**config.mk**
```make
export PLATFORM = sky130hd
export DESIGN_NAME = sportTx
export DESIGN_NICKNAME = d
export VERILOG_FILES = /design/src/rtl/sportPkg.sv /design/src/rtl/txWordIf.sv /design/src/rtl/frameSyncGen.sv /design/src/rtl/txWordBuffer.sv /design/src/rtl/txShiftCtl.sv /design/src/rtl/txSerialOut.sv /design/src/rtl/sportTx.sv
export SDC_FILE = /design/constraint.sdc
export NUM_CORES = 1
export LEC_CHECK = 0
export BUFFER_PORTS_ARGS = -buffer_cell sky130_fd_sc_hd__buf_4
export CAP_MARGIN = 20
export CELL_PAD_IN_SITES_DETAIL_PLACEMENT = 0
export CELL_PAD_IN_SITES_GLOBAL_PLACEMENT = 1
export CORE_MARGIN = 5
export CORE_UTILIZATION = 29
export DETAILED_ROUTE_END_ITERATION = 8
export GPL_ROUTABILITY_DRIVEN = 0
export GPL_TIMING_DRIVEN = 0
export PLACE_DENSITY = 0.66
export SYNTH_ARGS = -nofsm -noshare
export SYNTH_HDL_FRONTEND = slang
export SYNTH_SLANG_ARGS = --single-unit
```
**constraint.sdc**
```tcl
create_clock -name SCLKg5 -period 4.6 [get_ports SCLKg5]
set_input_delay 0.69 -clock SCLKg5 [delete_from_list [all_inputs] [get_ports SCLKg5]]
set_output_delay 0.69 -clock SCLKg5 [all_outputs]
set_load 0.05 [all_outputs]
```
**src/rtl/sportPkg.sv**
```systemverilog
package sportPkg;

  // Word length field holds length minus one
  localparam int lenWidth = 4;

  // Words-per-frame field and internal frame period
  localparam int wordCntWidth = 8;

  // Slot number shown to the host
  localparam int slotWidth = 4;

  localparam int defaultDataWidth = 16;

  // Transmit controller state, one-hot
  typedef enum logic [2:0] {
    txIdle   = 3'b001,  // Waiting for frame sync
    txShift  = 3'b010,  // Serializing a word
    txWstart = 3'b100   // One-cycle gap between words of a frame
  } txStateT;

endpackage

```
**src/rtl/txWordIf.sv**
```systemverilog
`timescale 1ns/1ps

interface txWordIf #(
  parameter int dataWidth = sportPkg::defaultDataWidth
) ();

  logic [dataWidth-1:0] txWord;      // Holding register content
  logic                 loadWord;    // Shift register takes txWord at this edge
  logic                 frameStart;  // First shift cycle after idle
  sportPkg::txStateT    state;       // Controller state

  modport bufSide (
    output txWord,
    input  loadWord,
    input  frameStart
  );

  modport ctlSide (
    input  txWord,
    output loadWord,
    output frameStart,
    output state
  );

  modport outSide (
    input frameStart,
    input state
  );

endinterface

```
**src/rtl/frameSyncGen.sv**
```systemverilog
`timescale 1ns/1ps

module frameSyncGen (
  input  logic                              SCLKg5,
  input  logic                              rst_SP_ENg,
  input  logic                              spEn,
  input  logic                              internalFs,
  input  logic [sportPkg::wordCntWidth-1:0] framePeriod,
  input  logic                              tfsIn,
  output logic                              tfs
);

  logic [sportPkg::wordCntWidth-1:0] periodCnt;
  logic                              tfsInQ;
  logic                              intPulse;
  logic                              extPulse;

  // Internal sync fires when the divider wraps
  assign intPulse = spEn && (periodCnt == '0);

  // Rising edge of the external level sync
  assign extPulse = tfsIn && !tfsInQ;

  always_ff @(posedge SCLKg5 or posedge rst_SP_ENg) begin
    if (rst_SP_ENg) begin
      periodCnt <= '0;
    end else if (!spEn) begin
      periodCnt <= '0;  // Restart so the first pulse is immediate
    end else if (periodCnt == '0) begin
      periodCnt <= framePeriod;
    end else begin
      periodCnt <= periodCnt - 1'b1;
    end
  end

  always_ff @(posedge SCLKg5 or posedge rst_SP_ENg) begin
    if (rst_SP_ENg) begin
      tfsInQ <= 1'b0;
    end else begin
      tfsInQ <= tfsIn;
    end
  end

  // One registered pulse per frame from the selected source
  always_ff @(posedge SCLKg5 or posedge rst_SP_ENg) begin
    if (rst_SP_ENg) begin
      tfs <= 1'b0;
    end else if (internalFs) begin
      tfs <= intPulse;
    end else begin
      tfs <= extPulse;
    end
  end

endmodule

```
**src/rtl/txWordBuffer.sv**
```systemverilog
`timescale 1ns/1ps

module txWordBuffer #(
  parameter int dataWidth = sportPkg::defaultDataWidth
) (
  input  logic                 SCLKg5,
  input  logic                 rst_SP_ENg,
  input  logic                 txWrite,
  input  logic                 dmaAck,
  input  logic [dataWidth-1:0] txData,
  input  logic                 autoBuf,
  output logic                 dmaReq,
  txWordIf.bufSide             wordBus
);

  logic [dataWidth-1:0] holdReg;
  logic                 holdWe;
  logic                 reqSet;
  logic                 reqClr;

  // Core write or DMA acknowledge both carry data on txData
  assign holdWe = txWrite || dmaAck;

  // Holding register, the old word is resent if nobody refills it
  always_ff @(posedge SCLKg5) begin
    if (holdWe) begin
      holdReg <= txData;
    end
  end

  assign wordBus.txWord = holdReg;

  // In autobuffer mode each taken word asks for the next one
  assign reqSet = autoBuf && wordBus.loadWord;
  assign reqClr = dmaAck;

  always_ff @(posedge SCLKg5 or posedge rst_SP_ENg) begin
    if (rst_SP_ENg) begin
      dmaReq <= 1'b0;
    end else if (reqClr) begin
      dmaReq <= 1'b0;  // Acknowledge wins
    end else if (reqSet) begin
      dmaReq <= 1'b1;
    end
  end

endmodule

```
**src/rtl/txShiftCtl.sv**
```systemverilog
`timescale 1ns/1ps

module txShiftCtl #(
  parameter int dataWidth = sportPkg::defaultDataWidth
) (
  input  logic                              SCLKg5,
  input  logic                              rst_SP_ENg,
  input  logic                              tfs,
  input  logic [sportPkg::lenWidth-1:0]     wordLen,
  input  logic [sportPkg::wordCntWidth-1:0] wordsPerFrame,
  output logic [sportPkg::slotWidth-1:0]    slotNum,
  output logic                              msbBit,
  txWordIf.ctlSide                          wordBus
);

  sportPkg::txStateT                 state;
  sportPkg::txStateT                 nextState;
  logic [sportPkg::lenWidth-1:0]     bitCnt;
  logic [sportPkg::wordCntWidth-1:0] wordCnt;
  logic [dataWidth-1:0]              shiftReg;
  logic                              frameLoad;
  logic                              lastBit;
  logic                              lastWord;

  assign lastBit   = (bitCnt == '0);
  assign lastWord  = (wordCnt == '0);
  assign frameLoad = (state == sportPkg::txIdle) && tfs;  // Syncs outside idle drop here

  always_comb begin
    case (state)
      sportPkg::txIdle:   nextState = tfs ? sportPkg::txShift : sportPkg::txIdle;
      sportPkg::txShift: begin
        if (lastBit) begin
          nextState = lastWord ? sportPkg::txIdle : sportPkg::txWstart;
        end else begin
          nextState = sportPkg::txShift;
        end
      end
      sportPkg::txWstart: nextState = sportPkg::txShift;
      default:            nextState = sportPkg::txIdle;
    endcase
  end

  always_ff @(posedge SCLKg5 or posedge rst_SP_ENg) begin
    if (rst_SP_ENg) begin
      state <= sportPkg::txIdle;
    end else begin
      state <= nextState;
    end
  end

  // Entering shift from idle or wait-start takes a new word
  assign wordBus.loadWord = (state != sportPkg::txShift) && (nextState == sportPkg::txShift);
  assign wordBus.state    = state;

  always_ff @(posedge SCLKg5 or posedge rst_SP_ENg) begin
    if (rst_SP_ENg) begin
      wordBus.frameStart <= 1'b0;
    end else begin
      wordBus.frameStart <= frameLoad;
    end
  end

  // Bit counter, wordLen+1 shift cycles per word
  always_ff @(posedge SCLKg5 or posedge rst_SP_ENg) begin
    if (rst_SP_ENg) begin
      bitCnt <= '0;
    end else if (wordBus.loadWord) begin
      bitCnt <= wordLen;
    end else if (state == sportPkg::txShift && !lastBit) begin
      bitCnt <= bitCnt - 1'b1;
    end
  end

  // Word counter, counts the extra words of a frame
  always_ff @(posedge SCLKg5 or posedge rst_SP_ENg) begin
    if (rst_SP_ENg) begin
      wordCnt <= '0;
    end else if (frameLoad) begin
      wordCnt <= wordsPerFrame;
    end else if (nextState == sportPkg::txWstart) begin
      wordCnt <= wordCnt - 1'b1;
    end
  end

  assign slotNum = wordCnt[sportPkg::slotWidth-1:0];

  always_ff @(posedge SCLKg5) begin
    if (wordBus.loadWord) begin
      shiftReg <= wordBus.txWord;
    end else if (state == sportPkg::txShift) begin
      shiftReg <= {shiftReg[dataWidth-2:0], 1'b0};
    end
  end

  // MSB sits at bit wordLen, not at the top of the register
  assign msbBit = shiftReg[wordLen];

endmodule

```
**src/rtl/txSerialOut.sv**
```systemverilog
`timescale 1ns/1ps

module txSerialOut (
  input  logic     SCLKg5,
  input  logic     rst_SP_ENg,
  input  logic     msbBit,
  input  logic     autoBuf,
  input  logic     dmaWrap,
  output logic     td,
  output logic     tdEn,
  output logic     ist,
  txWordIf.outSide wordBus
);

  logic shiftActive;
  logic autoBufQ;

  assign shiftActive = (wordBus.state == sportPkg::txShift);

  // Data pin is driven only while a word is on the wire
  assign tdEn = shiftActive;
  assign td   = shiftActive && msbBit;

  // Mode for the interrupt source changes only between frames
  always_ff @(posedge SCLKg5 or posedge rst_SP_ENg) begin
    if (rst_SP_ENg) begin
      autoBufQ <= 1'b0;
    end else if (wordBus.state == sportPkg::txIdle) begin
      autoBufQ <= autoBuf;
    end
  end

  // Autobuffer interrupts on DMA wrap, otherwise on frame start
  assign ist = autoBufQ ? dmaWrap : wordBus.frameStart;

endmodule

```
**src/rtl/sportTx.sv**
```systemverilog
`timescale 1ns/1ps

module sportTx #(
  parameter int dataWidth = sportPkg::defaultDataWidth
) (
  input  logic                              SCLKg5,
  input  logic                              rst_SP_ENg,
  input  logic                              spEn,
  input  logic                              internalFs,
  input  logic [sportPkg::wordCntWidth-1:0] framePeriod,
  input  logic                              tfsIn,
  input  logic [sportPkg::lenWidth-1:0]     wordLen,
  input  logic [sportPkg::wordCntWidth-1:0] wordsPerFrame,
  input  logic                              autoBuf,
  input  logic                              txWrite,
  input  logic                              dmaAck,
  input  logic [dataWidth-1:0]              txData,
  input  logic                              dmaWrap,
  output logic                              td,
  output logic                              tdEn,
  output logic                              tfsOut,
  output logic                              dmaReq,
  output logic                              ist,
  output logic [sportPkg::slotWidth-1:0]    slotNum
);

  logic tfs;
  logic msbBit;

  txWordIf #(.dataWidth(dataWidth)) wordBus ();

  frameSyncGen fsGen (
    .SCLKg5      (SCLKg5),
    .rst_SP_ENg  (rst_SP_ENg),
    .spEn        (spEn),
    .internalFs  (internalFs),
    .framePeriod (framePeriod),
    .tfsIn       (tfsIn),
    .tfs         (tfs)
  );

  assign tfsOut = tfs;

  txWordBuffer #(.dataWidth(dataWidth)) wordBuf (
    .SCLKg5     (SCLKg5),
    .rst_SP_ENg (rst_SP_ENg),
    .txWrite    (txWrite),
    .dmaAck     (dmaAck),
    .txData     (txData),
    .autoBuf    (autoBuf),
    .dmaReq     (dmaReq),
    .wordBus    (wordBus.bufSide)
  );

  txShiftCtl #(.dataWidth(dataWidth)) shiftCtl (
    .SCLKg5        (SCLKg5),
    .rst_SP_ENg    (rst_SP_ENg),
    .tfs           (tfs),
    .wordLen       (wordLen),
    .wordsPerFrame (wordsPerFrame),
    .slotNum       (slotNum),
    .msbBit        (msbBit),
    .wordBus       (wordBus.ctlSide)
  );

  txSerialOut serialOut (
    .SCLKg5     (SCLKg5),
    .rst_SP_ENg (rst_SP_ENg),
    .msbBit     (msbBit),
    .autoBuf    (autoBuf),
    .dmaWrap    (dmaWrap),
    .td         (td),
    .tdEn       (tdEn),
    .ist        (ist),
    .wordBus    (wordBus.outSide)
  );

endmodule

```
==> impl_metrics.toml, run 1 <==
[floorplan]
start_util_pct = 30.0
fp.dieW_um = 108
io-pin-count = 54
dieArea_um2 = 11700
die_y_um = 108
rows = 35
coreArea_um2 = 9330

[pwr]
seq_power_share_pct = 42.7
peakVddDrop_mv = 0.203
power_frac_comb_pct = 32.4
p_switching_w = 0.000649
p_sw_share_pct = 34.1
p_leak_nw = 1.47
p_clk_share_pct = 24.9
p_int_w = 0.00126
p_per_area_nw_per_um2 = 532

[cells_and_area]
seq_area_um2 = 1660
fin_nets = 332
final_common_cell = "buf_4"
final_cell_mix = "56 x buf_4, 32 x edfxtp_1, 27 x dfrtp_1, 23 x nand2_1, 20 x mux2_2"
multi_input_area_um2 = 1040
syn_to_final_growth_pct = 28.0
fillers = 926
utilization_pct = 38.4
drive_above_1_share_pct = 36.6
antenna_cells = 0

[routing]
ant_nets = 0
vias = 1853
drtPass1Iterations = 4
wl_per_cell_um = 13.6
drcViolationCount = 0
drt-vias-per-instance = 4.45
wl_mm = 5.68
drt_iter0_markers = 32

[sta]
setup_violations = 0
slew_viol_final = 0
max_freq_mhz = 377
period_minus_slack_ps = 2650
worstMarginPinSlew_ps = 949
clock_skew_ps = 9.99
post-route-period-util_pct = 57.6
rsz0062_at_grt = "no"
tns_ps = 0
relSlewSlack_pct = 36.7
hold_viol_final = 0

[clock_tree]
cts_resized = 0
clkSinkCount = 60
clock-root-buffer = "clkbuf_8"
cts_tree = "yes"
clkTransAtPathRegs_ps = 70
clockBufferDepth = 2
post_cts.repair.setup_buffers = 0
postCtsHoldBufs = 0
h-tree-depth = 3
worst_skew_pair.late_latency_ps = 340
cts_buffers = 9

[worst_setup_path]
required_ps = 3910
worstSetupPathType = "in2out"
crit_path_start = "wordLen[0]"
endpoint_kind = "primary output"
worstPathMaxFanout = 5
r2r_cells = 4
rrSetupSlack_ps = 2370
reg2reg_to = "shiftCtl.shiftReg[14]"
reg2reg_from = "shiftCtl.wordBus.state[0]"
start_kind = "input port"
critPathCapture = "td"
cp_data_arrival_time_ps = 1960

[logic_synthesis]
yosys_warnings = 0
ys_ff_latch = 60
yosysSeqAreaShare_pct = 59.4
synth_fp_nets = 268
synth-edff-count = 32
netlist-cell-type-count = 45
syn_inst = 218
yosys_most_used_dff = "edfxtp_1"
async_reset_ff_share_pct = 46.7
synth_area_um2 = 2800
syn_avg_cell_area_um2 = 12.8

[global_routing]
grt_first_pass_wirelength_mm = 9.20
antenna_found_initial = 0
grt_max_degree = 22
grt_pass1_vias = 1910
grt_use_total_pct = 10.4
grt-ovfl-total = 0

[place]
post-dp-hpwl_mm = 4.19
port_buffers = 52

[hold_path]
hp-class = "in2async"

[job]
cap_violations = 0

[run_status]
outcome = "finished, final reports clean"
## worst min-delay path by stage
| stage | depth (start not counted) | endpoint | slack, ps |
|---|---|---|---|
| global placement | 1 | fsGen.tfs | 430 |
| detailed placement | 1 | fsGen.tfs | 440 |
| finish | 2 | fsGen.periodCnt[0] | 340 |
| CTS | 2 | fsGen.periodCnt[0] | 330 |
| floorplan | 1 | fsGen.tfs | 420 |
| global route | 2 | wordBuf.dmaReq | 340 |
## worst max-delay path, stage by stage
cell	delay (ps)
buf_4	130
mux4_2	500
mux2_2	280
nand3_1	80
o31ai_1	80
buf_4	200
## layer usage
metal	up-vias	share of wire, %	GRT usage (%)	wire [um]
met2	38	47	15.4	2670
met3	4	4.5	2.99	257
met4	0	1.5	5.95	87
li1	911	-	-	-
met1	900	47	13.5	2670
met5	-	0	0	0
## cell type report
cell class,instances,area share [%]
Multi-Input combinational cell,138,29.1
Timing Repair Buffer,53,11.7
Buffer,10,1.75
Clock buffer,9,3.46
Inverter,10,1.05
Sequential cell,60,46.4
Clock inverter,7,2.10
Tap cell,129,4.51
## metrics by stage
| step | instance area (um2) | std cells | worst slack, ps | hold slack [ps] | total power [W] |
|---|---|---|---|---|---|
| 2_1_floorplan | 2800 | 218 | 1670 | 420 | 0.00127 |
| 5_1_grt | 3580 | 416 | 1880 | 344 | 0.00204 |
| 4_1_cts | 3580 | 416 | 1930 | 330 | 0.00194 |
| 3_5_place_dp | 3380 | 400 | 1920 | 438 | 0.00145 |
| 3_3_place_gp | 3350 | 399 | 1930 | 433 | 0.00143 |
| 6_report | 3580 | 416 | 1950 | 340 | 0.00191 |
## power by group through the flow
stage	Combinational, W	Sequential, W	Clock (W)
CTS	0.000627	0.000815	0.000496
global route	0.000686	0.000833	0.000518
floorplan	0.000472	0.000801	0
detailed placement	0.000625	0.000826	0
global placement	0.000609	0.000822	0
finish	0.000617	0.000814	0.000475
## cells in the mapped netlist, types with 2 or more instances
master	n	area (um2)
inv_1	9	33.8
clkbuf_1	2	7.51
buf_2	2	10.0
o21ai_1	3	15.0
or3b_1	2	17.5
a21oi_1	6	30.0
ha_1	5	62.6
buf_4	4	30.0
nand2b_1	4	25.0
nor2_1	9	33.8
o211a_1	5	50.1
nor3_1	4	20.0
dfrtp_1	27	676
xor2_1	6	52.6
nand2_1	23	86.3
xnor2_1	6	52.6
nand3b_1	3	22.5
nand3_1	7	35.0
o21ai_0	11	55.1
mux4_2	4	90.1
and2_1	2	12.5
edfxtp_1	32	961
mux2_2	20	225
## cells by family (layout without fill, tap and decap cells)
| group | count (synthesis) | count (layout) | synth area share, % |
|---|---|---|---|
| compound gates | 31 | 31 | 7.07 |
| buf+inv | 20 | 89 | 3.58 |
| mux | 25 | 25 | 11.6 |
| flops | 60 | 60 | 59.4 |
| simple gates | 65 | 65 | 12.3 |
| xor+xnor | 12 | 12 | 3.76 |
| fa+ha+maj | 5 | 5 | 2.24 |
## flip-flops by register name, summed over array words and instances, names as in the netlist
name	count
fsGen.tfs	1
shiftCtl.wordCnt	8
shiftCtl.bitCnt	4
fsGen.tfsInQ	1
shiftCtl.wordBus.state	3
shiftCtl.wordBus.frameStart	1
wordBuf.dmaReq	1
serialOut.autoBufQ	1
shiftCtl.shiftReg	16
wordBuf.wordBus.txWord	16
fsGen.periodCnt	8
Power figures use the tool's default switching activity.
==> run 2: changes to the inputs <==
--- a/config.mk
+++ b/config.mk
@@ -5,6 +5,7 @@
 export SDC_FILE = /design/constraint.sdc
 export NUM_CORES = 1
 export LEC_CHECK = 0
+export ABC_AREA = 1
 export BUFFER_PORTS_ARGS = -buffer_cell sky130_fd_sc_hd__buf_4
 export CAP_MARGIN = 20
 export CELL_PAD_IN_SITES_DETAIL_PLACEMENT = 0
@@ -14,7 +15,7 @@
 export DETAILED_ROUTE_END_ITERATION = 8
 export GPL_ROUTABILITY_DRIVEN = 0
 export GPL_TIMING_DRIVEN = 0
-export PLACE_DENSITY = 0.66
+export PLACE_DENSITY = 0.7
 export SYNTH_ARGS = -nofsm -noshare
 export SYNTH_HDL_FRONTEND = slang
 export SYNTH_SLANG_ARGS = --single-unit
==> constraint.sdc (replaced) <==
create_clock -name SCLKg5 -period 2.35 [get_ports SCLKg5]
set_input_delay 0.3525 -clock SCLKg5 [delete_from_list [all_inputs] [get_ports SCLKg5]]
set_output_delay 0.3525 -clock SCLKg5 [all_outputs]
set_load 0.05 [all_outputs]
==> run 2 against run 1 <==
Combinational power rose to 3.0 times the previous value. Clock skew down 1.9 ps. Cell count up 29%. Worst hold slack worse by 210 ps.
==> impl_metrics.toml, run 2 <==
[run_status]
outcome = "finished, final reports clean"

[worst_setup_path]
cp_slowest_stage_delay_ps = 580
cp_data_arrival_time_ps = 1820
worstSetupPathType = "reg2reg"
start_kind = "register"
slowest_stage = "dfstp_2"
crit_family = "flip-flops"
crit_chain = "nand3_2 -> nand3_1 -> o21ai_0 -> inv_1"
required_ps = 2320
endpoint_kind = "register"
worstPathMaxFanout = 17
cp_num_buf_inv = 1

[sta]
rsz0062_at_grt = "no"
tns_ps = 0
timing.hold.ws_ps = 130
slew_viol_final = 0
setup_violations = 0
max_freq_mhz = 541
worstMarginPinSlew_ps = 673
post-route-period-util_pct = 78.6
hold_viol_final = 0
period_minus_slack_ps = 1850
relSlewSlack_pct = 55.1
clock_skew_ps = 8.07

[floorplan]
start_util_pct = 29.8
rows = 37
io-pin-count = 54
coreArea_um2 = 10300
dieArea_um2 = 12800
die_y_um = 113
fp.dieW_um = 113

[job]
cap_violations = 0

[global_routing]
antenna_found_initial = 0
grt_use_total_pct = 11.5
grt_pass1_vias = 2480
grt_max_degree = 23
grt-ovfl-total = 0
grt_first_pass_wirelength_mm = 11.7

[clock_tree]
clock-root-buffer = "clkbuf_8"
cts_tree = "yes"
h-tree-depth = 3
cts_buffers = 9
clockBufferDepth = 2
clkTransAtPathRegs_ps = 70
clkSinkCount = 60
cts_resized = 0
worst_skew_pair.late_latency_ps = 340

[logic_synthesis]
synth_fp_nets = 380
yosysMostFrequentCell = "nand2_1"
netlist.top_cell.by_area = "edfxtp_1"
synth_top_area_share_pct = 31.2
async_reset_ff_share_pct = 46.7
syn_avg_cell_area_um2 = 9.32
ys_ff_latch = 60
netlist-cell-type-count = 38
yosysSeqAreaShare_pct = 54.1
synth.top_cells.by_count = "69 x nand2_1, 48 x inv_1, 32 x edfxtp_1"
synth_area_leaders = "edfxtp_1 31%, dfrtp_1 22%, nand2_1 8.4%"
syn_inst = 330
synth-edff-count = 32
yosys_most_used_dff = "edfxtp_1"
synth_area_um2 = 3080
yosys_warnings = 0

[routing]
wl_mm = 6.80
vias = 2347
wl_per_cell_um = 12.7
drt-vias-per-instance = 4.38
ant_nets = 0
drt_iter0_markers = 63
drcViolationCount = 0
drtPass1Iterations = 4

[cells_and_area]
final_cell_mix = "69 x nand2_1, 58 x buf_4, 48 x inv_1, 32 x edfxtp_1, 28 x nand3_1"
fin_nets = 445
instances_no_fill = 536
drive_above_1_share_pct = 29.0
finish.instance_area_um2 = 3940
syn_to_final_growth_pct = 27.9
antenna_cells = 0
final_common_cell = "nand2_1"

[hold_path]
hp-class = "in2reg"

[pwr]
p_per_area_nw_per_um2 = 1230
peakVddDrop_mv = 0.452
power_w = 0.00484
p_leak_nw = 1.81

[place]
dpl-instance-area_um2 = 3660
post-dp-hpwl_mm = 5.02
placedCellCount = 519
port_buffers = 52
-- run 2: path summary, 6_finish.rpt --
path                       slack, ps                      start  cells after the start                         to
hold reg to reg                  440         fsGen.periodCnt[0]                      1         fsGen.periodCnt[0]
setup reg to reg                 500  shiftCtl.wordBus.state[0]                      4       shiftCtl.shiftReg[0]
hold / removal                   130                      tfsIn                      1               fsGen.tfsInQ
setup / recovery                 500  shiftCtl.wordBus.state[0]                      4       shiftCtl.shiftReg[0]
min in group asynchronous        560                 rst_SP_ENg                      3         fsGen.periodCnt[2]
max in group asynchronous       1280                 rst_SP_ENg                      4  shiftCtl.wordBus.state[0]
-- run 2: layout make-up --
type | instances | area (um2)
Tap cell | 136 | 170
Inverter | 55 | 206
Timing Repair Buffer | 54 | 428
Multi-Input combinational cell | 204 | 1120
Clock buffer | 9 | 124
Fill cell | 1058 | 6390
Buffer | 11 | 86.3
Clock inverter | 7 | 138
Sequential cell | 60 | 1660
-- run 2: kinds of logic after synthesis --
| logic type | Yosys count | synth area share (%) |
|---|---|---|
| flip-flops | 60 | 54.1 |
| adder cells (fa/ha/maj) | 5 | 2.03 |
| buffers and inverters | 66 | 9.52 |
| AO/OA/AOI/OAI | 54 | 10.0 |
| XOR/XNOR | 5 | 1.42 |
| multiplexers | 2 | 0.732 |
| AND/OR/NAND/NOR | 138 | 22.2 |
-- run 2: worst reg2reg max path, cell delays in order, from the launching register on --
cell and delay [ps]:
dfstp_2 580, nand3_2 180, nand3_1 120, o21ai_0 90, inv_1 510
-- run 2: routing by layer --
metal	global-route usage, %	wire length [um]	vias to the layer above
met3	4.01	409	9
met5	0	0	-
li1	-	-	1205
met1	14.4	3130	1074
met4	4.73	123	0
met2	18.3	3140	59
-- run 2: stage by stage --
stage	setup WS, ps	util [%]
floorplan	314	-
CTS	467	38.1
finish	502	38.1
detailed placement	512	35.5
global route	361	38.1
global placement	504	35.2
-- run 2: where the power goes --
| group | switching (W) | internal, W |
|---|---|---|
| logic | 0.00113 | 0.000697 |
| registers | 0.000210 | 0.00158 |
| clock network | 0.000419 | 0.000810 |
-- run 2: timing repair --
item,CTS,global route
buffers inserted,0,0
hold buffers,1,0
hold endpoints to repair,6,0
setup endpoints to repair,0,0
